===== config.mk =====
export PLATFORM = sky130hd
export DESIGN_NAME = addr_reg
export DESIGN_NICKNAME = d
export VERILOG_FILES = /design/src/lvdc_pkg.sv /design/src/addr_reg.sv
export SDC_FILE = /design/constraint.sdc
export NUM_CORES = 1
export LEC_CHECK = 0
export BUFFER_PORTS_ARGS = -buffer_cell sky130_fd_sc_hd__buf_4
export CORE_AREA = 4 4 41 43
export CTS_BUF_LIST = sky130_fd_sc_hd__clkbuf_8 sky130_fd_sc_hd__clkbuf_16
export DETAILED_ROUTE_END_ITERATION = 10
export DIE_AREA = 0 0 45 47
export PLACE_DENSITY = 0.83
export SLEW_MARGIN = 10
export SYNTH_ARGS = -nofsm -noshare
export SYNTH_HDL_FRONTEND = slang
export SYNTH_SLANG_ARGS = --single-unit

===== constraint.sdc =====
create_clock -name sim_clk -period 1.2 [get_ports sim_clk]
set_clock_uncertainty 0.05 [all_clocks]
set_input_delay 0.36 -clock sim_clk [delete_from_list [all_inputs] [get_ports sim_clk]]
set_output_delay 0.36 -clock sim_clk [all_outputs]
set_load 0.03 [all_outputs]

===== src/lvdc_pkg.sv =====
package lvdc_pkg;

    ////////////////////////////////////////
    // address path widths
    ////////////////////////////////////////

    localparam int addr_w  = 9;     // sector bit folded in as the top bit
    localparam int field_w = 3;     // one octal digit
    localparam int drive_w = 8;     // one drive line per octal value
    localparam int word_w  = 26;

    // one word per x-low / x-high / y crossing
    localparam int plane_words = 1 << addr_w;

    ////////////////////////////////////////
    // phase timing
    ////////////////////////////////////////

    localparam int phase_len   = 6;                 // bit times per memory phase
    localparam int phase_last  = phase_len - 1;     // bit time of the decode strobe
    localparam int phase_cnt_w = $clog2(phase_len);

    ////////////////////////////////////////
    // types
    ////////////////////////////////////////

    typedef logic [addr_w-1:0]  addr_t;
    typedef logic [field_w-1:0] field_t;
    typedef logic [drive_w-1:0] drive_t;   // active low, one line per octal value
    typedef logic [word_w-1:0]  word_t;

endpackage

===== src/addr_reg.sv =====
`timescale 1ns/1ps
`default_nettype none

module addr_reg
    import lvdc_pkg::*;
(
    input  logic   sim_clk,
    input  logic   rst_n,
    input  logic   v1,
    input  logic   addr_req,
    input  logic   load_strobe,
    input  logic   clear,
    input  addr_t  tr,
    output logic   ta,
    output field_t x_lo,
    output field_t y,
    output field_t x_hi
);

    addr_t addr_q;
    logic  clr_ok;
    logic  load_ok;

    // nothing moves in the register outside a bit time
    assign clr_ok  = v1 && clear;
    assign load_ok = v1 && ta && load_strobe && !clear;    // clear wins over load

    ////////////////////////////////////////
    // transfer-address latch
    ////////////////////////////////////////

    always_ff @(posedge sim_clk or negedge rst_n) begin
        if (!rst_n) begin
            ta <= 1'b0;
        end else if (addr_req) begin
            ta <= 1'b1;
        end else if (load_ok) begin
            ta <= 1'b0;     // one address per request
        end
    end

    ////////////////////////////////////////
    // address bits
    ////////////////////////////////////////

    always_ff @(posedge sim_clk or negedge rst_n) begin
        if (!rst_n) begin
            addr_q <= '0;
        end else if (clr_ok) begin
            addr_q <= '0;
        end else if (load_ok) begin
            addr_q <= tr;
        end
        // otherwise the bits recirculate unchanged
    end

    // octal split, sector bit lands in x_hi[2]
    assign x_lo = addr_q[field_w-1:0];
    assign y    = addr_q[2*field_w-1:field_w];
    assign x_hi = addr_q[addr_w-1:2*field_w];

endmodule

`default_nettype wire


==> results.md, run 1 <==
- Clock network power share: 29.2%
- Placed wire-length estimate: 975 µm
- Peak supply drop: 813 µV
- Logic gate share of total power: 37.6%
- First-pass GRT wire length: 2280 µm
- IO Pins: 25
- Slowest Stage Delay on Critical Path: 0.42 ns
- Area of the core: 1300 µm²
- CTS Buf Count: 3
- Fillers: 91
- Failing checks: negative setup slack
- Worst Setup End Kind: primary output
- RSZ-0062 raised after global routing: true
- Count leader, synth: dfrtp_1
- Number of global-route vias before repair: 537
- Max Slew Vio Count: 0
- Wire per inst: 15.3 µm
- Status: complete, but fails checks
- Largest net degree at the start of global routing: 11
- Power density over the cells: 1320 nW/µm²
- Area of the multi-input gates: 259 µm²
- FF+latch area: 251 µm²
- Hold path start: addr_req
- Die Ht: 47 µm
- Cell Rows: 13
- Final wirelength: 1520 µm
- Initial antenna violation count: 0
- Crit path buffers/inverters: 1
- Distinct cell type count after synthesis: 10
- Period minus WS final: 1.21 ns
- 1st-iter DRT viols: 4
- NumNets Final: 100
- CTS H-tree depth: 1
- Slowest CP cell: dfrtp_2
- Switch Pwr: 0.391 mW
- Hold Path Class: input pin to flop
- WHS: 0.250 ns
- Longest Clk Path Bufs: 2
- Clk pin slew, worst setup/hold paths: 0.05 ns
- Drt drc: 0
- Place WS: -0.144 ns
- Synth Warn #: 0
- Drt pass-1 iters: 4
- Area after DPL: 752 µm²
- Post-synth EDFFs: 0
- Synthesized area per cell: 12.9 µm²
- CP delay by family, top: flip-flops
- P&R area growth vs syn: 65.3%
- Final setup vio count: 1
- Synth top cells by count: dfrtp_1, a22oi_2, inv_1, o22ai_2, buf_6
- Die W: 45 µm
- Max Freq: 0.826 GHz
- R2R cell count: 3
- # clock sinks: 10
- Clk_lat worst skew: 0.24 ns
- CP Max Fanout: 4
- Slew margin rel.: 81.5%
- Worst r2r dst: addr_q[3]
- TritonCTS clock tree: done
- Die Area: 2120 µm²
- Via count: 497
- Vias/cell: 5.02
- Post-synthesis sequential area ratio: 44.2%
- CP startpoint kind: flop
- Register-to-Register Setup Slack: 0.02 ns
- Syn nets: 59
- WHS Path Cells: 2
- Hold endpoint: ta
- Routability Congestion: 0.687
- Antenna Nets Post-Route: 0
- Setup TNS: -0.0105 ns
- Largest cells by area after synthesis: dfrtp_1, a22oi_2, o22ai_2
- Final Cell Area: 937 µm²
- Top-area cell type share of the netlist area: 44.2%
- Dpl cells: 82
- Worst-margin pin slew: 0.277 ns
- Root Buffer: clkbuf_8
- Reg2Reg Launch Point: ta
- Post-synthesis cell count: 44
- Seq cells post-synth: 10
- Sw Share: 31.7%
- Max_cap viols: 0
- P_int: 0.842 mW
- Leak: 0.438 nW
- Initial Util: 43.6%
- Worst EP arrival: 0.80 ns
- Mapped cell area: 567 µm²
- Total GRT Usage: 15.6%
- Post-route clock period utilization: 101%
- Primary FF master, synth: dfrtp_1
- # diodes: 0
- Final hold violation count: 0
- Asr flop ratio synth: 100%
- Non-Filler Instances: 99
- Crit path cell chain: buf_6
- Worst endpoint required time: 0.79 ns
- Flop pwr share: 33.3%
- I/O Buffers: 24
- Share of cells above drive strength 1: 73.8%
- Grt ovf: 0
- Largest area contributor in the netlist: dfrtp_1
- Crit Path Class: flop to primary output
- Final setup margin: -0.0105 ns
-- timing repair --
action,in CTS,in global routing
setup buffers,8,4
setup endpoints to repair,19,13
hold endpoints to repair,10,0
resized for setup,6,5
pin swaps,0,1
hold buffers,1,0
-- cell type report --
type                    count  share of cell area, %
repair buffers             39                   35.1
multi-input cells          22                   27.6
flip-flops and latches     10                   26.8
clock buffers               3                   4.41
inverters                   9                   3.60
well taps                  15                   2.00
clock inverters             1                  0.401
-- flip-flops by register name, summed over array words and instances (netlist names) --
register	cells
ta	1
addr_q	9
-- cell usage in the layout (no fill, tap or decap) --
cell type and count:
buf_4 29, inv_1 10, a22oi_2 9, o22ai_2 9, dfrtp_1 9, buf_6 9, clkbuf_8 3, nand2_4 1
and3_2 1, nand3b_1 1, a21o_1 1, dlygate4sd3_1 1, dfrtp_2 1
-- kinds of logic after synthesis --
logic type             synth area share [%]
AOI/OAI and AO/OA                      41.1
DFF                                    44.2
and+or+nand+nor                        3.53
buffers and inverters                  11.3
-- metal layers --
metal  routed length, µm  GRT usage (%)  share of wire (%)
met1                 629           18.2                 41
met2                 786           26.3                 52
met3                  80           3.83                5.3
met4                  22           8.77                1.4
met5                   0              0                  0
-- metrics by stage --
stage / power [mW] / utilization [%]
3_3_place_gp: 0.760 / 57.8
6_report: 1.23 / 72.0
4_1_cts: 1.19 / 68.2
2_1_floorplan: 0.639 / -
3_5_place_dp: 0.770 / 57.8
5_1_grt: 1.29 / 72.0
-- power groups by stage --
stage | clock network [mW] | logic [mW] | registers (mW)
final | 0.360 | 0.463 | 0.410
after global routing | 0.385 | 0.493 | 0.415
after CTS | 0.365 | 0.422 | 0.407
after detailed placement | 0 | 0.348 | 0.422
after global placement | 0 | 0.340 | 0.420
after floorplan | 0 | 0.140 | 0.498
-- worst max path at each step --
stage	depth (start not counted)	slack (ns)	startpoint	end
after floorplan	4	0.01	ta	addr_q[0]
after global placement	4	-0.09	load_strobe	addr_q[6]
after detailed placement	4	-0.14	load_strobe	addr_q[3]
after CTS	1	-0.02	ta	ta
after global routing	1	-0.03	ta	ta
final	1	-0.01	ta	ta
Note: power is estimated with default switching activity, not from simulation.
==> inputs of run 2 (changes only) <==
--- a/config.mk
+++ b/config.mk
@@ -5,12 +5,14 @@
 export SDC_FILE = /design/constraint.sdc
 export NUM_CORES = 1
 export LEC_CHECK = 0
-export BUFFER_PORTS_ARGS = -buffer_cell sky130_fd_sc_hd__buf_4
+export BUFFER_PORTS_ARGS = -buffer_cell sky130_fd_sc_hd__buf_2
+export CAP_MARGIN = 10
 export CORE_AREA = 4 4 41 43
 export CTS_BUF_LIST = sky130_fd_sc_hd__clkbuf_8 sky130_fd_sc_hd__clkbuf_16
 export DETAILED_ROUTE_END_ITERATION = 10
 export DIE_AREA = 0 0 45 47
 export PLACE_DENSITY = 0.83
+export SKIP_LAST_GASP = 1
 export SLEW_MARGIN = 10
 export SYNTH_ARGS = -nofsm -noshare
 export SYNTH_HDL_FRONTEND = slang
==> results.md, run 2 (same netlist as run 1, synthesis figures left out) <==
- Most flops, register: addr_q
- Routability Congestion: 0.669
- Clk pin slew, worst setup/hold paths: 0.05 ns
- Setup TNS: -0.0316 ns
- CTS H-tree depth: 1
- Initial antenna violation count: 0
- Crit path buffers/inverters: 1
- Largest net degree at the start of global routing: 11
- Crit Path Class: flop to primary output
- Root Buffer: clkbuf_8
- Longest Clk Path Bufs: 2
- Hold Path Class: input pin to flop
- CTS Buf Count: 3
- Most frequent cells in the layout: buf_2, buf_4, buf_6
- Non-Filler Instances: 98
- Power density over the cells: 1410 nW/µm²
- Die W: 45 µm
- Worst-margin pin slew: 0.237 ns
- Leak: 0.423 nW
- CP delay by family, top: flip-flops
- Slowest CP cell: dfrtp_1
- Share of cells above drive strength 1: 74.7%
- Max Slew Vio Count: 0
- Area of the core: 1300 µm²
- Dpl cells: 82
- Fillers: 93
- Biggest regs: addr_q: 9 flops, ta: 1 flops
- Placed wire-length estimate: 891 µm
- Final setup margin: -0.0265 ns
- Slowest Stage Delay on Critical Path: 0.42 ns
- First-pass GRT wire length: 2380 µm
- Total GRT Usage: 15.7%
- Worst Setup End Kind: primary output
- Number of global-route vias before repair: 530
- IO Pins: 25
- Peak supply drop: 1130 µV
- Post-route clock period utilization: 102%
- Largest register FFs: 9
- Clk_lat worst skew: 0.23 ns
- Vias/cell: 5.24
- Initial Util: 43.6%
- Status: complete, but fails checks
- Period minus WS final: 1.23 ns
- Final wirelength: 1590 µm
- Max_cap viols: 0
- Slew margin rel.: 84.2%
- 1st-iter DRT viols: 5
- TritonCTS clock tree: done
- Worst EP arrival: 0.82 ns
- Final setup vio count: 2
- CP Max Fanout: 3
- # clock sinks: 10
- # diodes: 0
- Place WS: -0.125 ns
- Grt ovf: 0
- Drt drc: 0
- Failing checks: negative setup slack
- Cell Rows: 13
- Via count: 514
- P&R area growth vs syn: 60.9%
- Final hold violation count: 0
- Die Ht: 47 µm
- Drt pass-1 iters: 4
- Antenna Nets Post-Route: 0
- Die Area: 2120 µm²
- I/O Buffers: 24
- Crit path cell chain: buf_6
- NumNets Final: 99
- Wire per inst: 16.2 µm
- Commonest non-fill, non-tap cell in the layout: buf_2
- CP startpoint kind: flop
- Max Freq: 0.815 GHz
- RSZ-0062 raised after global routing: true
- Worst endpoint required time: 0.79 ns
==> run 2: per-stage QoR <==
step           power (mW)  utilization (%)  hold slack (ns)  instance area [µm²]
2_1_floorplan       0.639                -           0.0144                  568
5_1_grt              1.35             70.1            0.279                  912
3_5_place_dp        0.729             53.2            0.183                  692
3_3_place_gp        0.722             53.2            0.181                  692
6_report             1.29             70.1            0.261                  912
4_1_cts              1.23             65.7            0.263                  855
==> run 2: layout make-up <==
class	instances	area [µm²]	share of cell area [%]
flip-flops and latches	10	251	27.6
repair buffers	38	290	31.8
clock buffers	4	55.1	6.04
multi-input cells	22	263	28.8
well taps	15	18.8	2.06
inverters	9	33.8	3.70
==> run 2: metal layers <==
layer	up-vias	global-route usage (%)	routed length [µm]
li1	239	-	-
met1	260	19.9	662
met2	13	25.7	857
met3	2	3.45	66
met4	0	7.02	4
met5	-	0	0
==> run 2: power breakdown <==
group / internal, mW / total, mW / leakage (nW) / switching, mW
sequential: 0.378 / 0.412 / 0.127 / 0.0335
clock: 0.289 / 0.426 / 0.0288 / 0.137
combinational: 0.225 / 0.453 / 0.267 / 0.228
==> run 2: worst paths after layout <==
kind	startpoint	endpoint	slack, ns	depth (start not counted)
min	addr_req	ta	0.26	2
max	addr_q[3]	y[0]	-0.03	1
max reg2reg	addr_q[4]	addr_q[4]	0.08	4
max in group asynchronous	rst_n	ta	0.41	2
min in group asynchronous	rst_n	addr_q[7]	0.47	2
min reg2reg	ta	ta	0.48	1
==> run 2: repair_timing <==
action,4_1_cts,5_1_grt
buffers inserted,9,2
setup endpoints to repair,19,19
resized for setup,12,11
cloned,0,0
hold buffers,1,0
endpoints found under the hold margin,10,0
==> inputs of run 3 (changes only) <==
==> constraint.sdc (replaced) <==
create_clock -name sim_clk -period 1.2 [get_ports sim_clk]
set_clock_uncertainty 0.05 [all_clocks]
set_input_delay 0.3 -clock sim_clk [delete_from_list [all_inputs] [get_ports sim_clk]]
set_output_delay 0.3 -clock sim_clk [all_outputs]
set_load 0.03 [all_outputs]
==> results.md, run 3 (same netlist as run 1, synthesis figures left out) <==
- Final hold violation count: 0
- CP startpoint kind: flop
- Area of the core: 1300 µm²
- Area after DPL: 692 µm²
- Crit Path Class: flop to primary output
- Area of the multi-input gates: 258 µm²
- Status: complete, no violations
- Worst endpoint required time: 0.85 ns
- CP delay by family, top: flip-flops
- Setup TNS: 0 ns
- Post-route clock period utilization: 98.0%
- # diodes: 0
- Max Freq: 0.850 GHz
- I/O Buffers: 24
- Drt drc: 0
- Die W: 45 µm
- Slowest CP cell: dfrtp_1
- Peak supply drop: 1010 µV
- P&R area growth vs syn: 38.4%
- Longest Clk Path Bufs: 2
- Non-Filler Instances: 88
- Crit path cell chain: buf_2
- Hold Path Class: input pin to flop
- Commonest non-fill, non-tap cell in the layout: buf_2
- Initial antenna violation count: 0
- Final Cell Area: 785 µm²
- Total GRT Usage: 13.1%
- Crit path buffers/inverters: 1
- Period minus WS final: 1.18 ns
- Drt pass-1 iters: 4
- Slowest Stage Delay on Critical Path: 0.38 ns
- Die Ht: 47 µm
- Initial Util: 43.6%
- Antenna Nets Post-Route: 0
- Most frequent cells in the layout: buf_2, inv_1, a22oi_2, o22ai_2, dfrtp_1
- Die Area: 2120 µm²
- IO Pins: 25
- RSZ-0062 raised after global routing: true
- WHS: 0.199 ns
- Most flops, register: addr_q
- FF+latch area: 251 µm²
- Final setup vio count: 0
- Number of global-route vias before repair: 466
- Leak: 0.358 nW
- Cell Rows: 13
- Place WS: -0.0655 ns
- Power, Total: 1.17 mW
- Worst-margin pin slew: 0.270 ns
- Max Slew Vio Count: 0
- Biggest regs: addr_q: 9 flops, ta: 1 flops
- First-pass GRT wire length: 2050 µm
- Root Buffer: clkbuf_8
- Placed wire-length estimate: 891 µm
- Final core utilization: 60.3%
- Routability Congestion: 0.669
- Largest register FFs: 9
- Final setup margin: 0.0239 ns
- CTS Buf Count: 3
- Wire per inst: 14.5 µm
- # clock sinks: 10
- Clk_lat worst skew: 0.23 ns
- Fillers: 114
- Vias/cell: 5.18
- Max_cap viols: 0
- TritonCTS clock tree: done
- Clk pin slew, worst setup/hold paths: 0.05 ns
- Final wirelength: 1280 µm
- Worst EP arrival: 0.83 ns
- Slew margin rel.: 82.0%
- 1st-iter DRT viols: 12
- Via count: 456
- Share of cells above drive strength 1: 71.2%
- Largest net degree at the start of global routing: 11
- CP Max Fanout: 3
- Grt ovf: 0
- NumNets Final: 89
- Dpl cells: 82
- CTS H-tree depth: 1
- Worst Setup End Kind: primary output
- Power density over the cells: 1490 nW/µm²
-- run 3: cell count changes in the layout (fill, tap and decap cells not counted) --
cell,change
buf_6,-10
buf_4,-7
clkbuf_4,+3
nand2_4,-1
buf_2,+4
nand2_2,+1
-- run 3: area by class of cell --
| class | instances | share of cell area, % |
|---|---|---|
| flip-flops and latches | 10 | 32.1 |
| clock buffers | 4 | 7.02 |
| well taps | 15 | 2.39 |
| multi-input cells | 22 | 32.9 |
| repair buffers | 28 | 21.4 |
| inverters | 9 | 4.31 |
-- run 3: power breakdown --
part           switching [mW]  internal, mW  leakage, nW  total (mW)
Combinational           0.191         0.141        0.202       0.332
Sequential             0.0383         0.379        0.127       0.417
Clock                   0.129         0.288       0.0288       0.417
Total                   0.358         0.807        0.358        1.17
-- run 3: repair_timing --
action | 4_1_cts | 5_1_grt
pin swaps | 0 | 0
endpoints found under the hold margin | 10 | 0
hold buffers | 1 | 0
setup buffers | 0 | 1
gates cloned | 0 | 0
gates resized for setup | 2 | 8
endpoints found under the setup margin | 10 | 10
-- run 3: worst paths after layout --
path	cells after the start	slack, ns	start	endpoint
setup / recovery	1	0.02	addr_q[1]	x_lo[1]
hold / removal	2	0.20	addr_req	ta
setup reg to reg	3	0.11	ta	addr_q[3]
hold reg to reg	1	0.48	ta	ta
max in group asynchronous	2	0.48	rst_n	ta
min in group asynchronous	2	0.41	rst_n	addr_q[2]
-- run 3: layer usage --
metal	wire [µm]	GRT usage, %
met1	517	15.6
met2	651	22.9
met3	100	3.83
met4	8	3.51
met5	0	0
