## src/lvdc_pkg.sv

```systemverilog
package lvdc_pkg;

    ////////////////////////////////////////
    // address path widths
    ////////////////////////////////////////

    localparam int addr_w  = 9;     // sector bit folded in as the top bit
    localparam int field_w = 3;     // one octal digit
    localparam int drive_w = 8;     // one drive line per octal value
    localparam int word_w  = 26;

    // one word per x-low / x-high / y crossing
    localparam int plane_words = 1 << addr_w;

    ////////////////////////////////////////
    // phase timing
    ////////////////////////////////////////

    localparam int phase_len   = 6;                 // bit times per memory phase
    localparam int phase_last  = phase_len - 1;     // bit time of the decode strobe
    localparam int phase_cnt_w = $clog2(phase_len);

    ////////////////////////////////////////
    // types
    ////////////////////////////////////////

    typedef logic [addr_w-1:0]  addr_t;
    typedef logic [field_w-1:0] field_t;
    typedef logic [drive_w-1:0] drive_t;   // active low, one line per octal value
    typedef logic [word_w-1:0]  word_t;

endpackage
```

## src/octal_drive_decode.sv

```systemverilog
`timescale 1ns/1ps
`default_nettype none

module octal_drive_decode
    import lvdc_pkg::*;
(
    input  logic   sim_clk,
    input  logic   rst_n,
    input  logic   v4mod6,
    input  field_t field,
    output drive_t lines
);

    // one line pulled low for a single bit time per phase
    always_ff @(posedge sim_clk or negedge rst_n) begin
        if (!rst_n) begin
            lines <= '1;
        end else if (v4mod6) begin
            lines <= ~(drive_t'(1) << field);
        end else begin
            lines <= '1;    // bank idle
        end
    end

endmodule

`default_nettype wire

```

## config.mk

```make
export PLATFORM = sky130hd
export DESIGN_NAME = octal_drive_decode
export DESIGN_NICKNAME = d
export VERILOG_FILES = /design/src/lvdc_pkg.sv /design/src/octal_drive_decode.sv
export SDC_FILE = /design/constraint.sdc
export NUM_CORES = 1
export LEC_CHECK = 0
export BUFFER_PORTS_ARGS = -buffer_cell sky130_fd_sc_hd__buf_4
export CAP_MARGIN = 15
export CORE_AREA = 2 2 39 41
export CTS_CLUSTER_DIAMETER = 150
export DETAILED_ROUTE_END_ITERATION = 8
export DIE_AREA = 0 0 41 43
export PLACE_DENSITY = 0.49
export SETUP_SLACK_MARGIN = 0.3
export SLEW_MARGIN = 0
export SYNTH_ARGS = -nofsm -noshare
export SYNTH_HDL_FRONTEND = slang
export SYNTH_SLANG_ARGS = --single-unit
```

## constraint.sdc

```tcl
create_clock -name sim_clk -period 0.8 [get_ports sim_clk]
set_input_delay 0.08 -clock sim_clk [delete_from_list [all_inputs] [get_ports sim_clk]]
set_output_delay 0.08 -clock sim_clk [all_outputs]
set_load 0.01 [all_outputs]
```

==> metrics.yaml, run 1 <==
run_status: "complete, but fails checks"
failed_checks: "negative setup slack"
placed_cells: 49
critPathSlowestCell: "dfstp_2"
cts_tree: "built"
antennaDiodeCount: 0
num_vias: 212
cp-start-kind: "register"
rsz0062_at_grt: "true"
final_cell_mix: "buf_6 (10), dfstp_2 (8), buf_4 (7)"
grt_pass1_wl_um: 765
hp-class: "in -> reg"
fin_cells: 53
seq_area_um2: 210
drtIter0Drc: 2
crit_family: "flip-flops"
grt_usage: 0.0740
grt-busiest-layer: "met4"
pwr-share-clk: 0.352
synthToLayoutAreaGrowth_pct: 76.0
p_leak_uw: 0.000207
post_cts_buffers: 0
min_to: "lines[0]"
fin_crit_ps: 945
use_met1: 0.0831
pin_count: 14
synthTopCellsByArea: "dfstp_2 (73%), nand4bb_1 (12%), nand4b_1 (9.2%)"
gr-usage-met3: 0.0471
portBuffers: 13
path_cells: "buf_6"
yosys.area.top_type: "dfstp_2"
fmax_mhz: 1060
largestRegisters: "lines: 8 flops"
worstPathArrival_ps: 870
timing.final.crit_share: 1.18
cp_max_fo: 1
clkSinkCount: 8
drc_errors: 0
h-tree-depth: 1
placed_area_um2: 434
synth_cells: 16
firstDrtPassIters: 3
crit_type: "reg -> out"
antenna_found_initial: 0
hp-start: "field[1]"
cts_buffers: 3
largest_reg_flops: 8
rows: 14
yosys_register_bits: 8
sw_frac_of_total: 0.199
setup_ws_ps: -145
p_int_uw: 660
ant_nets: 0
synthesis.nets: 22
hold_slack_ps: 24.5
place_congestion: 0.677
crit_cells: 1
die_area_um2: 1760
dp_hpwl_um: 424
grt_max_degree: 9
cap_violations: 0
grt_pass1_vias: 172
avgSynthCellArea_um2: 17.9
die_h_um: 43
multi_input_area_um2: 76.3
synth.distinct_cells: 5
drv_slew: 0
yosys_warnings: 0
place_ws_ps: -2.47
ir_worst_vdd_v: 0.000562
die_w_um: 41
setup_viol: 8
p_switching_uw: 164
critPathBufInv: 1
clockBufferDepth: 2
tightestPinTransition_ps: 99.5
nFillCells: 142
root_buffer: "clkbuf_4"
power_frac_seq: 0.521
fin_nets: 45
fin_area_um2: 504
syn-cell-area_um2: 287
ys_seq_area_frac: 0.734
via_per_inst: 4.00
top_register: "lines"
drive_above_1_share: 0.757
max_stage_delay_ps: 520
path_clk_slew_ps: 50
combPwrFrac: 0.127
start_util: 0.207
gr-total-overflow: 0
wl_per_cell_um: 9.98
max-slew-margin-rel: 0.934
p_per_area_nw_per_um2: 1630
cp.required_ps: 720
cp-end-kind: "output port"
final_common_cell: "buf_6"
yosys.area.top_type_share: 0.734
core_area_um2: 1380
wirelength_um: 529
min_delay_path_depth: 2
grt_use_met2: 0.0750
finalHoldViolCount: 0
-- area by class of cell --
| cell class | count | share of cell area |
|---|---|---|
| well taps | 16 | 0.0397 |
| clock buffers | 3 | 0.0447 |
| flip-flops and latches | 8 | 0.417 |
| multi-input cells | 8 | 0.151 |
| repair buffers | 18 | 0.347 |
-- layer usage --
metal	up-vias	part of all wire
met5	-	0
met1	91	0.44
met4	0	0.038
li1	107	-
met3	2	0.083
met2	12	0.43
-- cells in the mapped netlist --
cell type	number
nand4b_1	3
or4b_1	1
dfstp_2	8
nand4bb_1	3
nand4_1	1
-- per-stage QoR --
step	util	power, uW	setup TNS, ps
2_1_floorplan	-	453	0
3_3_place_gp	0.314	523	0
3_5_place_dp	0.314	526	-2.47
4_1_cts	0.364	837	-1150
5_1_grt	0.364	881	-1350
6_report	0.364	823	-1080
-- power by group through the flow --
stage	sequential, uW	combinational (uW)	clock (uW)
4_1_cts	429	107	301
3_3_place_gp	432	90.5	0
6_report	429	105	290
5_1_grt	429	114	337
2_1_floorplan	439	13.9	0
3_5_place_dp	432	93.3	0
-- kinds of logic (layout without fill, tap and decap cells) --
group | Yosys count | count (layout) | synth area share
buf+inv | 0 | 21 | 0
flops | 8 | 8 | 0.734
simple gates | 8 | 8 | 0.266
-- worst max path at each step --
stage / start / end / slack [ps]
6_report: lines[0] / lines[0] / -150
5_1_grt: lines[0] / lines[0] / -180
4_1_cts: lines[0] / lines[0] / -160
3_5_place_dp: field[0] / lines[0] / -2
3_3_place_gp: field[0] / lines[0] / 10
2_1_floorplan: field[0] / lines[0] / 130
-- timing repair --
action	in CTS	in global routing
hold buffers	1	0
gates resized for setup	10	0
setup endpoints to repair	9	9
endpoints found under the hold margin	8	0
pin swaps	1	1
cloned	0	0
Note: power is estimated with default switching activity, not from simulation.
==> run 2, diff against run 1 <==
ABC_AREA = 1   (was unset)
PLACE_DENSITY = 0.48   (was 0.49)
==> run 2 against run 1 <==
Effect of this change:
- maximum frequency rose by 0.86%
- critical path type unchanged
- global-route usage fell by 0.20 points
- the run still ends with negative setup slack left
- largest power group unchanged
- die area did not move
==> metrics.yaml, run 2 <==
ant_nets: 0  # unchanged
placed_cells: 56  # was 49
finalHoldViolCount: 0  # unchanged
clockBufferDepth: 2  # unchanged
ys_seq_area_frac: 0.740  # was 0.734
firstDrtPassIters: 2  # was 3
pin_count: 14  # unchanged
via_per_inst: 3.67  # was 4.00
largest_reg_flops: 8  # unchanged
max_stage_delay_ps: 520  # about the same
top_register: "lines"  # unchanged
drive_above_1_share: 0.591  # was 0.757
cts_tree: "built"  # unchanged
nFillCells: 144  # was 142
synthTopCellsByArea: "dfstp_2 (74%), nand2_1 (13%), inv_1 (5.3%)"  # was dfstp_2 (73%), nand4bb_1 (12%), nand4b_1 (9.2%)
synth.distinct_cells: 6  # was 5
utilization: 0.335  # was 0.364
rsz0062_at_grt: "true"  # unchanged
cp-start-kind: "register"  # unchanged
root_buffer: "clkbuf_4"  # unchanged
start_util: 0.205  # was 0.207
cap_violations: 0  # unchanged
p_leak_uw: 0.000221  # was 0.000207 uW
clkSinkCount: 8  # unchanged
core_area_um2: 1380  # unchanged
drc_errors: 0  # unchanged
die_w_um: 41  # unchanged
synthToLayoutAreaGrowth_pct: 63.4  # was 76.0%
ir_worst_vdd_v: 0.000438  # was 0.000562 V
drv_slew: 0  # unchanged
ys.flop_type: "dfstp_2"  # unchanged
fin_cells: 60  # was 53
power_frac_seq: 0.532  # was 0.521
yosys_register_bits: 8  # unchanged
run_status: "complete, but fails checks"  # unchanged
yosys.area.top_type: "dfstp_2"  # unchanged
crit_cells: 1  # unchanged
fin_crit_ps: 937  # was 945 ps
avgSynthCellArea_um2: 10.5  # was 17.9 um2
combPwrFrac: 0.107  # was 0.127
max-slew-margin-rel: 0.893  # was 0.934
synth_most_common_cell: "nand2_1"  # was dfstp_2
hp-class: "in -> reg"  # unchanged
grt_pass1_vias: 198  # was 172
wirelength_um: 446  # was 529 um
tightestPinTransition_ps: 160  # was 99.5 ps
setup_ws_ps: -137  # was -145 ps
p_int_uw: 641  # was 660 uW
num_vias: 220  # was 212
failed_checks: "negative setup slack"  # unchanged
yosys_warnings: 0  # unchanged
fmax_mhz: 1070  # was 1060 MHz
p_switching_uw: 165  # was 164 uW
p_per_area_nw_per_um2: 1740  # was 1630 nW/um2
cts_buffers: 3  # unchanged
final_cell_mix: "nand2_1 (10), dfstp_2 (8), buf_6 (8)"  # was buf_6 (10), dfstp_2 (8), buf_4 (7)
cp.required_ps: 720  # about the same
worstPathArrival_ps: 860  # was 870 ps
post_cts_buffers: 0  # unchanged
fin_nets: 52  # was 45
min_delay_path_depth: 3  # was 2
critPathBufInv: 1  # unchanged
crit_type: "reg -> out"  # unchanged
grt_pass1_wl_um: 752  # was 765 um
die_area_um2: 1760  # unchanged
pwr-share-clk: 0.361  # was 0.352
yosys-top-cells-count: "nand2_1 (10), dfstp_2 (8), inv_1 (4)"  # was dfstp_2 (8), nand4b_1 (3), nand4bb_1 (3)
crit_family: "flip-flops"  # unchanged
synth_cells: 27  # was 16
die_h_um: 43  # unchanged
synthesis.nets: 33  # was 22
rows: 14  # unchanged
grt_usage: 0.0720  # was 0.0740
portBuffers: 13  # unchanged
drtIter0Drc: 5  # was 2
grt_max_degree: 9  # unchanged
ys_async_sr_fraction: 1.00  # unchanged
sw_frac_of_total: 0.205  # was 0.199
gr-total-overflow: 0  # unchanged
antennaDiodeCount: 0  # unchanged
place_ws_ps: 117  # was -2.47 ps
path_cells: "buf_6"  # unchanged
cp_max_fo: 1  # unchanged
antenna_found_initial: 0  # unchanged
critPathSlowestCell: "dfstp_2"  # unchanged
largestRegisters: "lines: 8 flops"  # unchanged
syn-cell-area_um2: 284  # was 287 um2
path_clk_slew_ps: 50  # about the same
yosys.area.top_type_share: 0.740  # was 0.734
wl_per_cell_um: 7.43  # was 9.98 um
h-tree-depth: 1  # unchanged
setup_viol: 8  # unchanged
place_congestion: 0.709  # was 0.677
final_common_cell: "nand2_1"  # was buf_6
timing.final.crit_share: 1.17  # was 1.18
cp-end-kind: "output port"  # unchanged
synth_edf_count: 0  # unchanged
==> run 2: changes by cell type in the layout (fill, tap and decap cells not counted), moves of 2 or more <==
cell | before | now
buf_4 | 7 | 5
buf_6 | 10 | 8
inv_1 | 0 | 4
nand2_1 | 0 | 10
nand4b_1 | 3 | 0
nand4bb_1 | 3 | 0
nor2_1 | 0 | 3
==> run 2: area by class of cell <==
class	instances	area, um2	area share
tap	16	20.0	0.0431
inverter	5	18.8	0.0404
timing repair buffer	14	138	0.296
sequential	8	210	0.453
multi-input combinational	14	55.1	0.119
clock buffer	3	22.5	0.0485
==> run 2: worst paths after layout <==
| path | start | end |
|---|---|---|
| max in group asynchronous | rst_n | lines[5] |
| min | field[2] | lines[3] |
| max | lines[6] | lines[6] |
| min in group asynchronous | rst_n | lines[2] |
==> run 2: cells by family (layout without fill, tap and decap cells) <==
logic type | count (synthesis) | count (layout) | synth area share
AND/OR/NAND/NOR | 14 | 14 | 0.194
buffers and inverters | 5 | 22 | 0.0661
flip-flops | 8 | 8 | 0.740
==> run 2: through the flow <==
stage / power [uW] / cell area (um2) / TNS [ps] / hold slack [ps]
3_3_place_gp: 510 / 402 / 0 / 84.4
6_report: 806 / 464 / -1090 / 51.5
3_5_place_dp: 510 / 402 / 0 / 85.1
4_1_cts: 821 / 464 / -1170 / 48.1
2_1_floorplan: 460 / 284 / 0 / -67.8
5_1_grt: 852 / 464 / -1300 / 60.1
==> run 2: what timing repair did <==
action                                  in CTS  in global routing
hold buffers                                 1                  0
gates resized for setup                      8                  0
endpoints found under the setup margin       8                  8
endpoints found under the hold margin        8                  0
==> run 2: metal layers <==
metal,share of wire,vias up,track usage,routed length [um]
met3,0.074,4,0.0314,33
met5,0,-,0,0
met4,0.056,0,0.100,25
li1,-,111,-,-
met1,0.44,92,0.0797,197
met2,0.43,13,0.0813,190
==> run 2: power groups by stage <==
stage          clock [uW]  sequential, uW  combinational, uW
2_1_floorplan           0             439               21.8
3_3_place_gp            0             432               77.7
3_5_place_dp            0             432               77.7
4_1_cts               304             429               87.7
5_1_grt               323             429               99.6
6_report              291             429               86.3
==> run 3, diff against run 2 <==
CTS_BUF_LIST = sky130_fd_sc_hd__clkbuf_8   (was unset)
==> run 3 against run 2 <==
Effect of this change:
- the run still ends with negative setup slack left
- first-iteration DRC count unchanged
- via count fell by 2.3%
- non-clock buffer count unchanged
- global-route usage increased by 0.10 points
- clock power increased by 57%
- die area stayed put
- power is 21% higher
- sequential power is essentially flat
- core utilization up 1.4 points
- design area increased by 4.0%
- combinational power about the same
- critical endpoint unchanged
- largest cell class unchanged
- highest routed layer unchanged
==> metrics.yaml, run 3 (same netlist as run 2, synthesis figures left out) <==
run_status: "complete, but fails checks"  # unchanged
failed_checks: "negative setup slack"  # unchanged
cp-end-kind: "output port"  # unchanged
synthToLayoutAreaGrowth_pct: 70.0  # was 63.4%
p_switching_uw: 178  # was 165 uW
crit_family: "flip-flops"  # unchanged
combPwrFrac: 0.089  # was 0.107
antenna_found_initial: 0  # unchanged
cp.required_ps: 720  # about the same
critPathBufInv: 1  # unchanged
largestRegisters: "lines: 8 flops"  # unchanged
setup_ws_ps: -109  # was -137 ps
tightestPinTransition_ps: 161  # was 160 ps
grt_pass1_wl_um: 765  # was 752 um
start_util: 0.205  # unchanged
nFillCells: 145  # was 144
clockBufferDepth: 2  # unchanged
rsz0062_at_grt: "true"  # unchanged
drive_above_1_share: 0.591  # unchanged
max-slew-margin-rel: 0.892  # was 0.893
via_per_inst: 3.58  # was 3.67
p_per_area_nw_per_um2: 2020  # was 1740 nW/um2
hp-start: "field[2]"  # unchanged
cts_tree: "built"  # unchanged
top_register: "lines"  # unchanged
num_vias: 215  # was 220
fmax_mhz: 1100  # was 1070 MHz
grt_usage: 0.0730  # was 0.0720
crit_type: "reg -> out"  # unchanged
cap_violations: 0  # unchanged
firstDrtPassIters: 2  # unchanged
wirelength_um: 450  # was 446 um
rows: 14  # unchanged
die_h_um: 43  # unchanged
critPathSlowestCell: "dfstp_2"  # unchanged
core_area_um2: 1380  # unchanged
cp-start-kind: "register"  # unchanged
fin_setup_tns_ps: -860  # was -1090 ps
cts_buffers: 3  # unchanged
path_clk_slew_ps: 40  # was 50 ps
setup_viol: 8  # unchanged
timing.final.crit_share: 1.14  # was 1.17
power_frac_seq: 0.442  # was 0.532
hp-class: "in -> reg"  # unchanged
die_area_um2: 1760  # unchanged
grt_max_degree: 9  # unchanged
antennaDiodeCount: 0  # unchanged
grt_pass1_vias: 202  # was 198
drc_errors: 0  # unchanged
pwr-share-clk: 0.469  # was 0.361
clkSinkCount: 8  # unchanged
pin_count: 14  # unchanged
p_leak_uw: 0.000229  # was 0.000221 uW
final_cell_mix: "nand2_1 (10), dfstp_2 (8), buf_6 (8)"  # unchanged
sw_frac_of_total: 0.183  # was 0.205
largest_reg_flops: 8  # unchanged
die_w_um: 41  # unchanged
fin_nets: 52  # unchanged
ant_nets: 0  # unchanged
portBuffers: 13  # unchanged
p_int_uw: 795  # was 641 uW
path_cells: "buf_6"  # unchanged
root_buffer: "clkbuf_8"  # was clkbuf_4
cp-startpoint: "lines[6]"  # unchanged
drtIter0Drc: 5  # unchanged
place_congestion: 0.709  # unchanged
worstPathArrival_ps: 830  # was 860 ps
final_common_cell: "nand2_1"  # unchanged
wl_per_cell_um: 7.50  # was 7.43 um
ir_worst_vdd_v: 0.000592  # was 0.000438 V
max_stage_delay_ps: 520  # about the same
gr-total-overflow: 0  # unchanged
finalHoldViolCount: 0  # unchanged
cp_max_fo: 1  # unchanged
fin_crit_ps: 909  # was 937 ps
place_ws_ps: 117  # unchanged
drv_slew: 0  # unchanged
h-tree-depth: 1  # unchanged
-- run 3: cell count changes in the layout (fill, tap and decap cells not counted) --
| cell | before | now |
|---|---|---|
| clkbuf_4 | 3 | 0 |
| clkbuf_8 | 0 | 3 |
-- run 3: per-stage QoR --
stage | std cells | power, uW | hold slack (ps) | area, um2 | util
after floorplan | 27 | 460 | -67.8 | 284 | -
after global placement | 56 | 510 | 84.4 | 402 | 0.290
after detailed placement | 56 | 510 | 85.1 | 402 | 0.290
after CTS | 60 | 993 | 76.4 | 483 | 0.349
after global routing | 60 | 1020 | 92.7 | 483 | 0.349
final | 60 | 974 | 77.5 | 483 | 0.349
-- run 3: tightest hold or removal path: cells and delay by family --
family	cells	cell delay [ps]
buffers and inverters	1	90
AND/OR/NAND/NOR	2	100
-- run 3: layer usage --
layer	up-vias	track usage	share of wire
met3	2	0.0314	0.080
met2	13	0.0813	0.47
met1	90	0.0831	0.42
met5	-	0	0
met4	0	0.100	0.018
li1	110	-	-
-- run 3: repair_timing --
item,4_1_cts,5_1_grt
setup buffers,0,0
hold buffers,1,0
endpoints found under the setup margin,8,8
gates resized for setup,8,0
hold endpoints to repair,8,0
cloned,0,0
-- run 3: power by group through the flow --
stage | Clock, uW | Sequential (uW) | Combinational, uW
after detailed placement | 0 | 432 | 77.7
after global placement | 0 | 432 | 77.7
final | 457 | 430 | 86.3
after CTS | 475 | 430 | 87.7
after global routing | 491 | 431 | 99.6
after floorplan | 0 | 439 | 21.8
-- run 3: area by class of cell --
type	count	area, um2	area share
sequential	8	210	0.435
timing repair buffer	14	138	0.285
multi-input combinational	14	55.1	0.114
clock buffer	3	41.3	0.0855
tap	16	20.0	0.0415
inverter	5	18.8	0.0389
-- run 3: worst paths after layout --
path / end / slack, ps / cells past startpoint
min: lines[3] / 80 / 3
max in group asynchronous: lines[5] / 380 / 2
min in group asynchronous: lines[2] / 390 / 2
max: lines[6] / -110 / 1
