<file path="src/lvdc_pkg.sv">
package lvdc_pkg;

    ////////////////////////////////////////
    // address path widths
    ////////////////////////////////////////

    localparam int addr_w  = 9;     // sector bit folded in as the top bit
    localparam int field_w = 3;     // one octal digit
    localparam int drive_w = 8;     // one drive line per octal value
    localparam int word_w  = 26;

    // one word per x-low / x-high / y crossing
    localparam int plane_words = 1 << addr_w;

    ////////////////////////////////////////
    // phase timing
    ////////////////////////////////////////

    localparam int phase_len   = 6;                 // bit times per memory phase
    localparam int phase_last  = phase_len - 1;     // bit time of the decode strobe
    localparam int phase_cnt_w = $clog2(phase_len);

    ////////////////////////////////////////
    // types
    ////////////////////////////////////////

    typedef logic [addr_w-1:0]  addr_t;
    typedef logic [field_w-1:0] field_t;
    typedef logic [drive_w-1:0] drive_t;   // active low, one line per octal value
    typedef logic [word_w-1:0]  word_t;

endpackage
</file>
<file path="src/phase_timer.sv">
`timescale 1ns/1ps
`default_nettype none

module phase_timer
    import lvdc_pkg::*;
(
    input  logic sim_clk,
    input  logic rst_n,
    output logic v1,
    output logic v4mod6
);

    logic [phase_cnt_w-1:0] cnt;
    logic                   wrap;
    logic                   last_next;

    assign wrap      = (cnt == phase_cnt_w'(phase_last));
    assign last_next = (cnt == phase_cnt_w'(phase_last - 1));   // next bit time ends the phase

    ////////////////////////////////////////
    // bit-time counter
    ////////////////////////////////////////

    always_ff @(posedge sim_clk or negedge rst_n) begin
        if (!rst_n) begin
            cnt <= '0;
        end else if (wrap) begin
            cnt <= '0;
        end else begin
            cnt <= cnt + 1'b1;
        end
    end

    ////////////////////////////////////////
    // strobes
    ////////////////////////////////////////

    // registered one bit time early so they line up with cnt
    always_ff @(posedge sim_clk or negedge rst_n) begin
        if (!rst_n) begin
            v1     <= 1'b0;
            v4mod6 <= 1'b0;
        end else begin
            v1     <= !last_next;   // recirculate on every bit time but the last
            v4mod6 <= last_next;    // decode on the last
        end
    end

endmodule

`default_nettype wire

</file>
<file path="config.mk">
export PLATFORM = sky130hd
export DESIGN_NAME = phase_timer
export DESIGN_NICKNAME = d
export VERILOG_FILES = /design/src/lvdc_pkg.sv /design/src/phase_timer.sv
export SDC_FILE = /design/constraint.sdc
export NUM_CORES = 1
export LEC_CHECK = 0
export BUFFER_PORTS_ARGS = -buffer_cell sky130_fd_sc_hd__buf_2
export CORE_AREA = 5 5 42 44
export CTS_CLUSTER_DIAMETER = 200
export DETAILED_ROUTE_END_ITERATION = 7
export DIE_AREA = 0 0 47 49
export PLACE_DENSITY = 0.32
export REMOVE_ABC_BUFFERS = 1
export SLEW_MARGIN = 20
export SYNTH_ARGS = -nofsm -noshare
export SYNTH_HDL_FRONTEND = slang
export SYNTH_SLANG_ARGS = --single-unit
</file>
<file path="constraint.sdc">
create_clock -name sim_clk -period 0.9 [get_ports sim_clk]
set_input_delay 0.18 -clock sim_clk [delete_from_list [all_inputs] [get_ports sim_clk]]
set_output_delay 0.18 -clock sim_clk [all_outputs]
set_load 0.005 [all_outputs]
</file>
==> qor.txt, run 1 <==
Status: completed
Core Util, Final: 0.171
Slowest CP cell: dfrtp_1
Seq/Total Area, Yosys: 0.741
Peak supply drop: 608 µV
Wirelength, routed: 273 µm
Root buffer cell: clkbuf_4
CTS tree: built
Worst-Margin Slew: 0.115 ns
Syn Inst Count: 13
First-pass GRT wire length: 476 µm
Post-synth ARST share: 1.00
Clk_skew: 0.00418 ns
P per Cell Area: 2030 nW/µm²
Gp weighted congestion: 0.601
Combined area of the multi-input logic cells: 36.3 µm²
R2r startpoint: cnt[2]$_DFF_PN0_
Post-Layout Cell Count: 37
Share of cells above drive strength 1: 0.286
Synth cell types: 7
Post-DP HPWL: 217 µm
Max Slew Vio Count: 0
Nets: 24
Post-cts sizing count: 0
Worst-case clock buffer depth: 2
Synthesized cell area: 169 µm²
Die width: 47 µm
Post-synth top cells: 5 x dfrtp_1, 2 x inv_1, 2 x nand2b_1
R2R Path End: cnt[1]$_DFF_PN0_
Synth Register Bits: 5
Setup TNS Final: 0 ns
Placed Cells: 32
Area leader, netlist: dfrtp_1
Final Cycle Share: 0.987
Pre-Repair DR Iteration Count: 2
CTS HTree Levels: 1
Initial Util: 0.121
Routed len/inst: 7.38 µm
Startpoint Class: flip-flop
Most frequent cell after synthesis: dfrtp_1
Crit path capture type: primary output
Register area: 125 µm²
Power Total: 489 µW
Synth top area cells: dfrtp_1 74%, nand2b_1 7.4%, mux2i_1 5.9%, inv_1 4.4%, nand3_1 3.0%
R2R setup slack: 0.16 ns
Crit path buf inv count: 1
N_diodes: 0
EDFF count, synth: 0
Mapped Avg Cell Area: 13.0 µm²
RSZ-0062 raised after global routing: yes
GRT Total Usage: 0.0376
Die Footprint: 2300 µm²
Commonest register cell after synthesis: dfrtp_1
Critical path required time: 0.72 ns
Hold crit path type: input pin to asynchronous set/reset pin
Antenna viol nets, final: 0
R2R depth: 2
IO Count: 4
CP cell instances: buf_2
Critical path's top delay family: flip-flops
Largest net degree at the start of global routing: 6
Min cycle time layout: 0.888 ns
Static leakage: 0.000126 µW
Clock slew seen by the registers of the worst setup and hold paths: 0.04 ns
WP data arrival: 0.71 ns
Yosys Warn Count: 0
Yosys top cell area share: 0.741
WS Path Type: flip-flop to primary output
1st-iter DRT viols: 1
Initial antenna violation count: 0
Number of global-route vias before repair: 117
IO buf count: 3
Clock sinks: 5
Via density: 3.03
Crit-path max cell delay: 0.34 ns
Area Overhead vs Synth: 42.2%
Rel. slew slack: 0.921
Drc violations: 0
Core ar.: 1400 µm²
Final setup fails: 0
Die height: 49 µm
Critical path fanouts, max: 1
Num CTS Buffers: 3
Fmax achieved: 1130 MHz
Post-CTS Setup Repair Bufs: 0
Skew-Pair Late Insertion Delay: 0.24 ns
DR vias: 112
# Max-Cap Violations: 0
Std cell rows: 14
Final hold violation count: 0
Grt ovf: 0
Fillers: 157
## layer usage
| metal | track usage | wire length, µm |
|---|---|---|
| met1 | 0.0360 | 130 |
| met2 | 0.0294 | 96 |
| met3 | 0.0554 | 42 |
| met5 | 0 | 0 |
| met4 | 0.0415 | 4 |
## worst reg2reg max path: stages, from the launching register on
cell      delay, ns
dfrtp_1        0.38
nand2b_1       0.16
mux2i_1        0.13
## worst max path at each step
stage | cells after the start | startpoint | endpoint | slack [ns]
floorplan | 2 | cnt[2]$_DFF_PN0_ | cnt[1]$_DFF_PN0_ | 0.20
global placement | 2 | cnt[2]$_DFF_PN0_ | cnt[1]$_DFF_PN0_ | 0.17
detailed placement | 2 | cnt[2]$_DFF_PN0_ | cnt[1]$_DFF_PN0_ | 0.15
CTS | 1 | v4mod6$_DFF_PN0_ | v4mod6 | -0.002
global route | 1 | v1$_DFF_PN0_ | v1 | -0.02
finish | 1 | v4mod6$_DFF_PN0_ | v4mod6 | 0.01
## timing repair
| item | 4_1_cts | 5_1_grt |
|---|---|---|
| endpoints found under the hold margin | 5 | 0 |
| hold buffers | 1 | 0 |
| endpoints found under the setup margin | 1 | 2 |
## flip-flops by register name, summed over array words and instances, names as in the netlist
| name | cells |
|---|---|
| v1 | 1 |
| cnt | 3 |
| v4mod6 | 1 |
## placed cells by master (no fill, tap or decap), drive strengths merged
cell type / Yosys / routed
nand3: 1 / 1
nor2: 1 / 1
o21ai: 1 / 1
inv: 2 / 2
clkbuf: 0 / 4
mux2i: 1 / 1
nand2b: 2 / 2
dfrtp: 5 / 5
buf: 0 / 3
dlygate4sd3: 0 / 1
## cell families after synthesis
group | synth area share
and+or+nand+nor | 0.126
muxes | 0.0593
buffers and inverters | 0.0445
DFF | 0.741
AOI/OAI and AO/OA | 0.0296
## stage by stage
stage / cell area (µm²) / worst slack (ns) / hold slack, ns
floorplan: 169 / 0.201 / -0.116
global placement: 204 / 0.173 / -0.00166
detailed placement: 204 / 0.154 / -0.000312
CTS: 240 / -0.00173 / 0.278
global route: 240 / -0.0247 / 0.287
finish: 240 / 0.0119 / 0.279
## cell type report
class / count / area share
Inverter: 2 / 0.0313
Clock buffer: 4 / 0.109
Multi-Input combinational cell: 6 / 0.151
Sequential cell: 5 / 0.521
Timing Repair Buffer: 4 / 0.104
Tap cell: 16 / 0.0833
## power breakdown
group	internal, µW	switching [µW]
combinational	4.40	4.67
sequential	226	0
clock	167	86.7
total	397	91.4
(Power assumes the default switching activity.)
==> run 2: changes to the inputs <==
--- a/config.mk
+++ b/config.mk
@@ -6,11 +6,13 @@
 export NUM_CORES = 1
 export LEC_CHECK = 0
 export BUFFER_PORTS_ARGS = -buffer_cell sky130_fd_sc_hd__buf_2
+export CELL_PAD_IN_SITES_DETAIL_PLACEMENT = 1
+export CELL_PAD_IN_SITES_GLOBAL_PLACEMENT = 2
 export CORE_AREA = 5 5 42 44
 export CTS_CLUSTER_DIAMETER = 200
 export DETAILED_ROUTE_END_ITERATION = 7
 export DIE_AREA = 0 0 47 49
-export PLACE_DENSITY = 0.32
+export PLACE_DENSITY = 0.4
 export REMOVE_ABC_BUFFERS = 1
 export SLEW_MARGIN = 20
 export SYNTH_ARGS = -nofsm -noshare
==> constraint.sdc (replaced) <==
create_clock -name sim_clk -period 1.1 [get_ports sim_clk]
set_input_delay 0.22 -clock sim_clk [delete_from_list [all_inputs] [get_ports sim_clk]]
set_output_delay 0.22 -clock sim_clk [all_outputs]
set_load 0.005 [all_outputs]
==> run 2 against run 1 <==
Compared with the run above: sequential share of layout area is the same; wire length grew 12%; clock skew is essentially flat; register-to-register slack gained 0.19 ns; worst setup slack gained 0.16 ns; flip-flop and latch count is the same; non-clock buffer count is the same; first-iteration DRC count grew 100%; die area is the same; via count grew 1.8%; design area is the same; largest cell class unchanged; highest routed layer is now met3.
==> qor.txt, run 2 (synthesis gave the netlist of run 1 again) <==
Status: completed
Clock network fraction of design power: 0.520 (about the same)
Setup TNS Final: 0 ns (unchanged)
CTS HTree Levels: 1 (unchanged)
IO Count: 4 (unchanged)
RSZ-0062 raised after global routing: no
Grt ovf: 0 (unchanged)
Fillers: 171 (+8.9%)
WP data arrival: 0.71 ns (about the same)
Area Overhead vs Synth: 42.2% (unchanged)
Num CTS Buffers: 3 (unchanged)
Root buffer cell: clkbuf_4
Drc violations: 0 (unchanged)
First-pass GRT wire length: 510 µm (+7.1%)
Worst-Margin Slew: 0.107 ns (-0.00807 ns)
Gp weighted congestion: 0.631 (+4.9%)
Antenna viol nets, final: 0 (unchanged)
Critical path's top delay family: flip-flops
Die width: 47 µm (unchanged)
Share of cells above drive strength 1: 0.286 (unchanged)
Most frequent cells in the layout: 5 x dfrtp_1, 3 x clkbuf_4, 3 x buf_2
Fmax achieved: 1080 MHz
CP startpoint: v1$_DFF_PN0_
1st-iter DRT viols: 2 (+1)
IO buf count: 3 (unchanged)
R2R Path End: cnt[1]$_DFF_PN0_
Biggest regs: cnt x3, v1 x1, v4mod6 x1
Peak supply drop: 800 µV (+32%)
Number of global-route vias before repair: 122 (+4.3%)
Clock slew seen by the registers of the worst setup and hold paths: 0.04 ns (about the same)
Pre-Repair DR Iteration Count: 2 (unchanged)
CP cell instances: buf_2
Static leakage: 0.000126 µW (unchanged)
Via density: 3.08 (+1.8%)
R2R depth: 2 (unchanged)
Area post-placement: 204 µm² (unchanged)
Startpoint Class: flip-flop
Clock sinks: 5 (unchanged)
Crit path capture type: primary output
Dpl ws: 0.354 ns (+0.201 ns)
Final Cell Area: 240 µm² (unchanged)
N_diodes: 0 (unchanged)
Reg power frac: 0.461 (about the same)
Std cell rows: 14 (unchanged)
Post-DP HPWL: 227 µm (+4.6%)
Biggest register: cnt
Routed len/inst: 8.27 µm (+12%)
Net switching power: 75.2 µW (-18%)
Most common cell after layout, fill and taps aside: dfrtp_1
P per Cell Area: 1670 nW/µm² (-18%)
Largest net degree at the start of global routing: 6 (unchanged)
Critical path required time: 0.88 ns (+0.16 ns)
Comb pwr share: 0.019 (about the same)
Min cycle time layout: 0.929 ns
CTS tree: built
Crit-path max cell delay: 0.35 ns (about the same)
Final worst slack: 0.171 ns (+0.159 ns)
Crit path buf inv count: 1 (unchanged)
Post-CTS Setup Repair Bufs: 0 (unchanged)
Wirelength, routed: 306 µm (+12%)
Power Total: 400 µW (-18%)
Hold crit path type: input pin to asynchronous set/reset pin
R2R setup slack: 0.35 ns (+0.19 ns)
GRT Total Usage: 0.0369 (-0.000736)
Clk_skew: 0.00463 ns (+0.000447 ns)
Die Footprint: 2300 µm² (unchanged)
# Max-Cap Violations: 0 (unchanged)
Critical path fanouts, max: 1 (unchanged)
Initial antenna violation count: 0 (unchanged)
Initial Util: 0.121 (unchanged)
Final Cycle Share: 0.845
Final setup fails: 0 (unchanged)
Rel. slew slack: 0.927 (+0.00553)
Int Power: 325 µW (-18%)
Max reg flops: 3 (unchanged)
Slowest CP cell: dfrtp_1
Worst-case clock buffer depth: 2 (unchanged)
R2r startpoint: cnt[2]$_DFF_PN0_
Switching part of the total power: 0.188 (+0.000849)
DR vias: 114 (+1.8%)
Nets: 24 (unchanged)
Die height: 49 µm (unchanged)
Final hold violation count: 0 (unchanged)
WS Path Type: flip-flop to primary output
Skew-Pair Late Insertion Delay: 0.24 ns (about the same)
Core ar.: 1400 µm² (unchanged)
Setup crit end: v1
Max Slew Vio Count: 0 (unchanged)
Stages on the worst setup path: 1 (unchanged)
==> run 2: how the worst min path moves through the flow <==
stage	startpoint	to	slack, ns	cells after the start
after floorplan	rst_n	cnt[0]$_DFF_PN0_	-0.08	0
after global placement	rst_n	v1$_DFF_PN0_	0.04	1
after detailed placement	rst_n	v1$_DFF_PN0_	0.04	1
after CTS	rst_n	v1$_DFF_PN0_	0.32	2
after global routing	rst_n	cnt[0]$_DFF_PN0_	0.32	2
final	rst_n	v1$_DFF_PN0_	0.32	2
==> run 2: cell type report <==
| class | instances | area (µm²) | share of cell area |
|---|---|---|---|
| Clock buffer | 4 | 26.3 | 0.109 |
| Inverter | 2 | 7.51 | 0.0313 |
| Multi-Input combinational cell | 6 | 36.3 | 0.151 |
| Sequential cell | 5 | 125 | 0.521 |
| Tap cell | 16 | 20.0 | 0.0833 |
| Timing Repair Buffer | 4 | 25.0 | 0.104 |
==> run 2: timing repair <==
item	in CTS	in global routing
resized for setup	0	0
hold buffers	1	0
endpoints found under the hold margin	5	0
==> run 2: metrics by stage <==
stage / utilization / hold WS, ns / instances
6_report: 0.171 / 0.319 / 37
3_5_place_dp: 0.146 / 0.0415 / 32
5_1_grt: 0.171 / 0.323 / 37
4_1_cts: 0.171 / 0.315 / 37
2_1_floorplan: - / -0.0756 / 13
3_3_place_gp: 0.146 / 0.0401 / 32
==> run 2: power by group through the flow <==
stage | registers [µW] | logic, µW | clock network (µW)
4_1_cts | 185 | 7.72 | 218
5_1_grt | 184 | 8.76 | 240
3_5_place_dp | 187 | 5.07 | 0
2_1_floorplan | 187 | 0.0000347 | 0
6_report | 185 | 7.44 | 208
3_3_place_gp | 187 | 4.97 | 0
==> run 2: layer usage <==
| layer | wire length [µm] | track usage | vias to the layer above |
|---|---|---|---|
| li1 | - | - | 56 |
| met5 | 0 | 0 | - |
| met1 | 138 | 0.0427 | 51 |
| met4 | 0 | 0 | 0 |
| met2 | 102 | 0.0339 | 7 |
| met3 | 65 | 0.0664 | 0 |
==> run 3: changes to the inputs <==
--- a/config.mk
+++ b/config.mk
@@ -5,6 +5,7 @@
 export SDC_FILE = /design/constraint.sdc
 export NUM_CORES = 1
 export LEC_CHECK = 0
+export ABC_AREA = 1
 export BUFFER_PORTS_ARGS = -buffer_cell sky130_fd_sc_hd__buf_2
 export CELL_PAD_IN_SITES_DETAIL_PLACEMENT = 1
 export CELL_PAD_IN_SITES_GLOBAL_PLACEMENT = 2
@@ -12,7 +13,7 @@
 export CTS_CLUSTER_DIAMETER = 200
 export DETAILED_ROUTE_END_ITERATION = 7
 export DIE_AREA = 0 0 47 49
-export PLACE_DENSITY = 0.4
+export PLACE_DENSITY = 0.42
 export REMOVE_ABC_BUFFERS = 1
 export SLEW_MARGIN = 20
 export SYNTH_ARGS = -nofsm -noshare
==> constraint.sdc (replaced) <==
create_clock -name sim_clk -period 0.9 [get_ports sim_clk]
set_input_delay 0.18 -clock sim_clk [delete_from_list [all_inputs] [get_ports sim_clk]]
set_output_delay 0.18 -clock sim_clk [all_outputs]
set_load 0.005 [all_outputs]
==> run 3 against run 2 <==
Compared with the run above: clock power up 23%; synthesized area up 0.74%; clock skew down 0.0011 ns; total power up 23%; critical path depth unchanged.
==> qor.txt, run 3 <==
Status: completed
Synthesized cell area: 170 µm² (+0.74%)
Syn Inst Count: 17 (+4)
Skew-Pair Late Insertion Delay: 0.24 ns (about the same)
Synth cell types: 4 (-3)
Die Footprint: 2300 µm² (unchanged)
IO Count: 4 (unchanged)
Startpoint Class: flip-flop
Root buffer cell: clkbuf_4
R2r startpoint: cnt[0]$_DFF_PN0_
Core Util, Final: 0.172 (+0.000892)
Biggest register: cnt
Initial antenna violation count: 0 (unchanged)
Initial Util: 0.121 (+0.000893)
Grt ovf: 0 (unchanged)
Wirelength, routed: 318 µm (+3.9%)
EDFF count, synth: 0 (unchanged)
Clock network fraction of design power: 0.522 (+0.002)
Worst-case clock buffer depth: 2 (unchanged)
Number of global-route vias before repair: 136 (+11%)
Area post-placement: 205 µm² (+0.61%)
Final Cycle Share: 0.997
Final worst slack: 0.00258 ns (-0.168 ns)
Mapped Avg Cell Area: 10.0 µm² (-23%)
Min cycle time layout: 0.897 ns
Reg power frac: 0.459 (-0.002)
Die width: 47 µm (unchanged)
Core ar.: 1400 µm² (unchanged)
Fmax achieved: 1110 MHz
Peak supply drop: 425 µV (-47%)
WP data arrival: 0.72 ns (about the same)
Crit-path max cell delay: 0.36 ns (about the same)
Most frequent cell after synthesis: nand2_1
# Max-Cap Violations: 0 (unchanged)
Largest net degree at the start of global routing: 6 (unchanged)
Biggest regs: cnt x3, v1 x1, v4mod6 x1
Synth top area cells: dfrtp_1 74%, nand2_1 13%, inv_1 8.8%, nor2_1 4.4%
Switching part of the total power: 0.191 (+0.00314)
First-pass GRT wire length: 489 µm (-4.1%)
Yosys Warn Count: 0 (unchanged)
Final setup fails: 0 (unchanged)
WS Path Type: flip-flop to primary output
Post-DP HPWL: 246 µm (+8.4%)
Drc violations: 0 (unchanged)
Slowest CP cell: dfrtp_1
R2R depth: 4 (+2)
Static leakage: 0.000145 µW (+15%)
Pre-Repair DR Iteration Count: 2 (unchanged)
DR vias: 133 (+17%)
Comb pwr share: 0.019 (about the same)
Post-synth ARST share: 1.00 (unchanged)
Crit path capture type: primary output
1st-iter DRT viols: 4 (+2)
Critical path required time: 0.72 ns (-0.16 ns)
Hold crit path type: input pin to asynchronous set/reset pin
Crit path buf inv count: 1 (unchanged)
Critical path fanouts, max: 1 (unchanged)
CTS HTree Levels: 1 (unchanged)
Clk_skew: 0.00355 ns (-0.00108 ns)
Share of cells above drive strength 1: 0.240 (-0.0457)
Max reg flops: 3 (unchanged)
Antenna viol nets, final: 0 (unchanged)
Rel. slew slack: 0.911 (-0.0156)
Max Slew Vio Count: 0 (unchanged)
Most frequent cells in the layout: 6 x nand2_1, 5 x dfrtp_1, 4 x inv_1
R2R Path End: cnt[2]$_DFF_PN0_
Worst-Margin Slew: 0.133 ns (+0.0259 ns)
Synth Register Bits: 5 (unchanged)
N_diodes: 0 (unchanged)
Post-cts sizing count: 0 (unchanged)
Int Power: 398 µW (+22%)
Area Overhead vs Synth: 41.9%
GRT Total Usage: 0.0403 (+0.00343)
Die height: 49 µm (unchanged)
Yosys top cell area share: 0.735 (-0.00545)
Num CTS Buffers: 3 (unchanged)
Routed len/inst: 7.76 µm (-6.2%)
IO buf count: 3 (unchanged)
Std cell rows: 14 (unchanged)
Net switching power: 93.8 µW (+25%)
Critical path's top delay family: flip-flops
Setup TNS Final: 0 ns (unchanged)
Commonest register cell after synthesis: dfrtp_1
RSZ-0062 raised after global routing: yes
Via density: 3.24 (+5.3%)
Dpl ws: 0.152 ns (-0.203 ns)
Seq/Total Area, Yosys: 0.735 (-0.00545)
Area leader, netlist: dfrtp_1
CTS tree: built
Clock sinks: 5 (unchanged)
R2R setup slack: 0.15 ns (-0.20 ns)
Gp weighted congestion: 0.694 (+10%)
Post-synth top cells: 6 x nand2_1, 5 x dfrtp_1, 4 x inv_1
Nets: 28 (+17%)
P per Cell Area: 2030 nW/µm² (+22%)
Final Cell Area: 241 µm² (+0.52%)
Most common cell after layout, fill and taps aside: nand2_1
CP cell instances: buf_2
Final hold violation count: 0 (unchanged)
Power Total: 491 µW (+23%)
Clock slew seen by the registers of the worst setup and hold paths: 0.04 ns (about the same)
run 3: changes by cell type in the layout (fill, tap and decap cells not counted), sizes merged:
cell,change
inv,+2
mux2i,-1
nand2,+6
nand2b,-2
nand3,-1
nor2,+1
o21ai,-1
run 3: power groups by stage:
stage               clock network (µW)  registers [µW]  logic, µW
floorplan                            0             229  0.0000531
global placement                     0             229       5.85
detailed placement                   0             229       6.64
CTS                                274             226       9.95
global route                       290             225       10.7
finish                             256             226       9.17
run 3: how the worst max path moves through the flow:
| stage | slack (ns) | endpoint | cells after the start | from |
|---|---|---|---|---|
| floorplan | 0.21 | cnt[2]$_DFF_PN0_ | 4 | cnt[0]$_DFF_PN0_ |
| global placement | 0.15 | v1$_DFF_PN0_ | 2 | cnt[0]$_DFF_PN0_ |
| detailed placement | 0.15 | cnt[2]$_DFF_PN0_ | 4 | cnt[0]$_DFF_PN0_ |
| CTS | -0.01 | v4mod6 | 1 | v4mod6$_DFF_PN0_ |
| global route | -0.04 | v1 | 1 | v1$_DFF_PN0_ |
| finish | 0.003 | v4mod6 | 1 | v4mod6$_DFF_PN0_ |
run 3: kinds of logic (layout without fill, tap and decap cells):
logic type,after synthesis,after routing,share of synthesized area
buffers and inverters,4,12,0.0882
flip-flops,5,5,0.735
AND/OR/NAND/NOR,8,8,0.176
run 3: cell type report:
class	instances	area [µm²]
Timing Repair Buffer	4	25.0
Inverter	4	15.0
Clock buffer	4	26.3
Sequential cell	5	125
Tap cell	16	20.0
Fill cell	171	1160
Multi-Input combinational cell	8	30.0
run 3: metrics by stage:
| stage | hold slack (ns) | instances |
|---|---|---|
| finish | 0.284 | 41 |
| global route | 0.290 | 41 |
| CTS | 0.279 | 41 |
| detailed placement | 0.00654 | 36 |
| global placement | -0.00227 | 36 |
| floorplan | -0.116 | 17 |
run 3: repair_timing:
action,in CTS,in global routing
hold buffers,1,0
buffers inserted,0,0
hold endpoints to repair,5,0
setup endpoints to repair,2,2
run 3: layer usage:
layer	vias to the layer above	GRT usage	routed length, µm
li1	62	-	-
met1	62	0.0267	131
met2	7	0.0385	126
met3	2	0.0480	40
met4	0	0.0691	20
met5	-	0	0
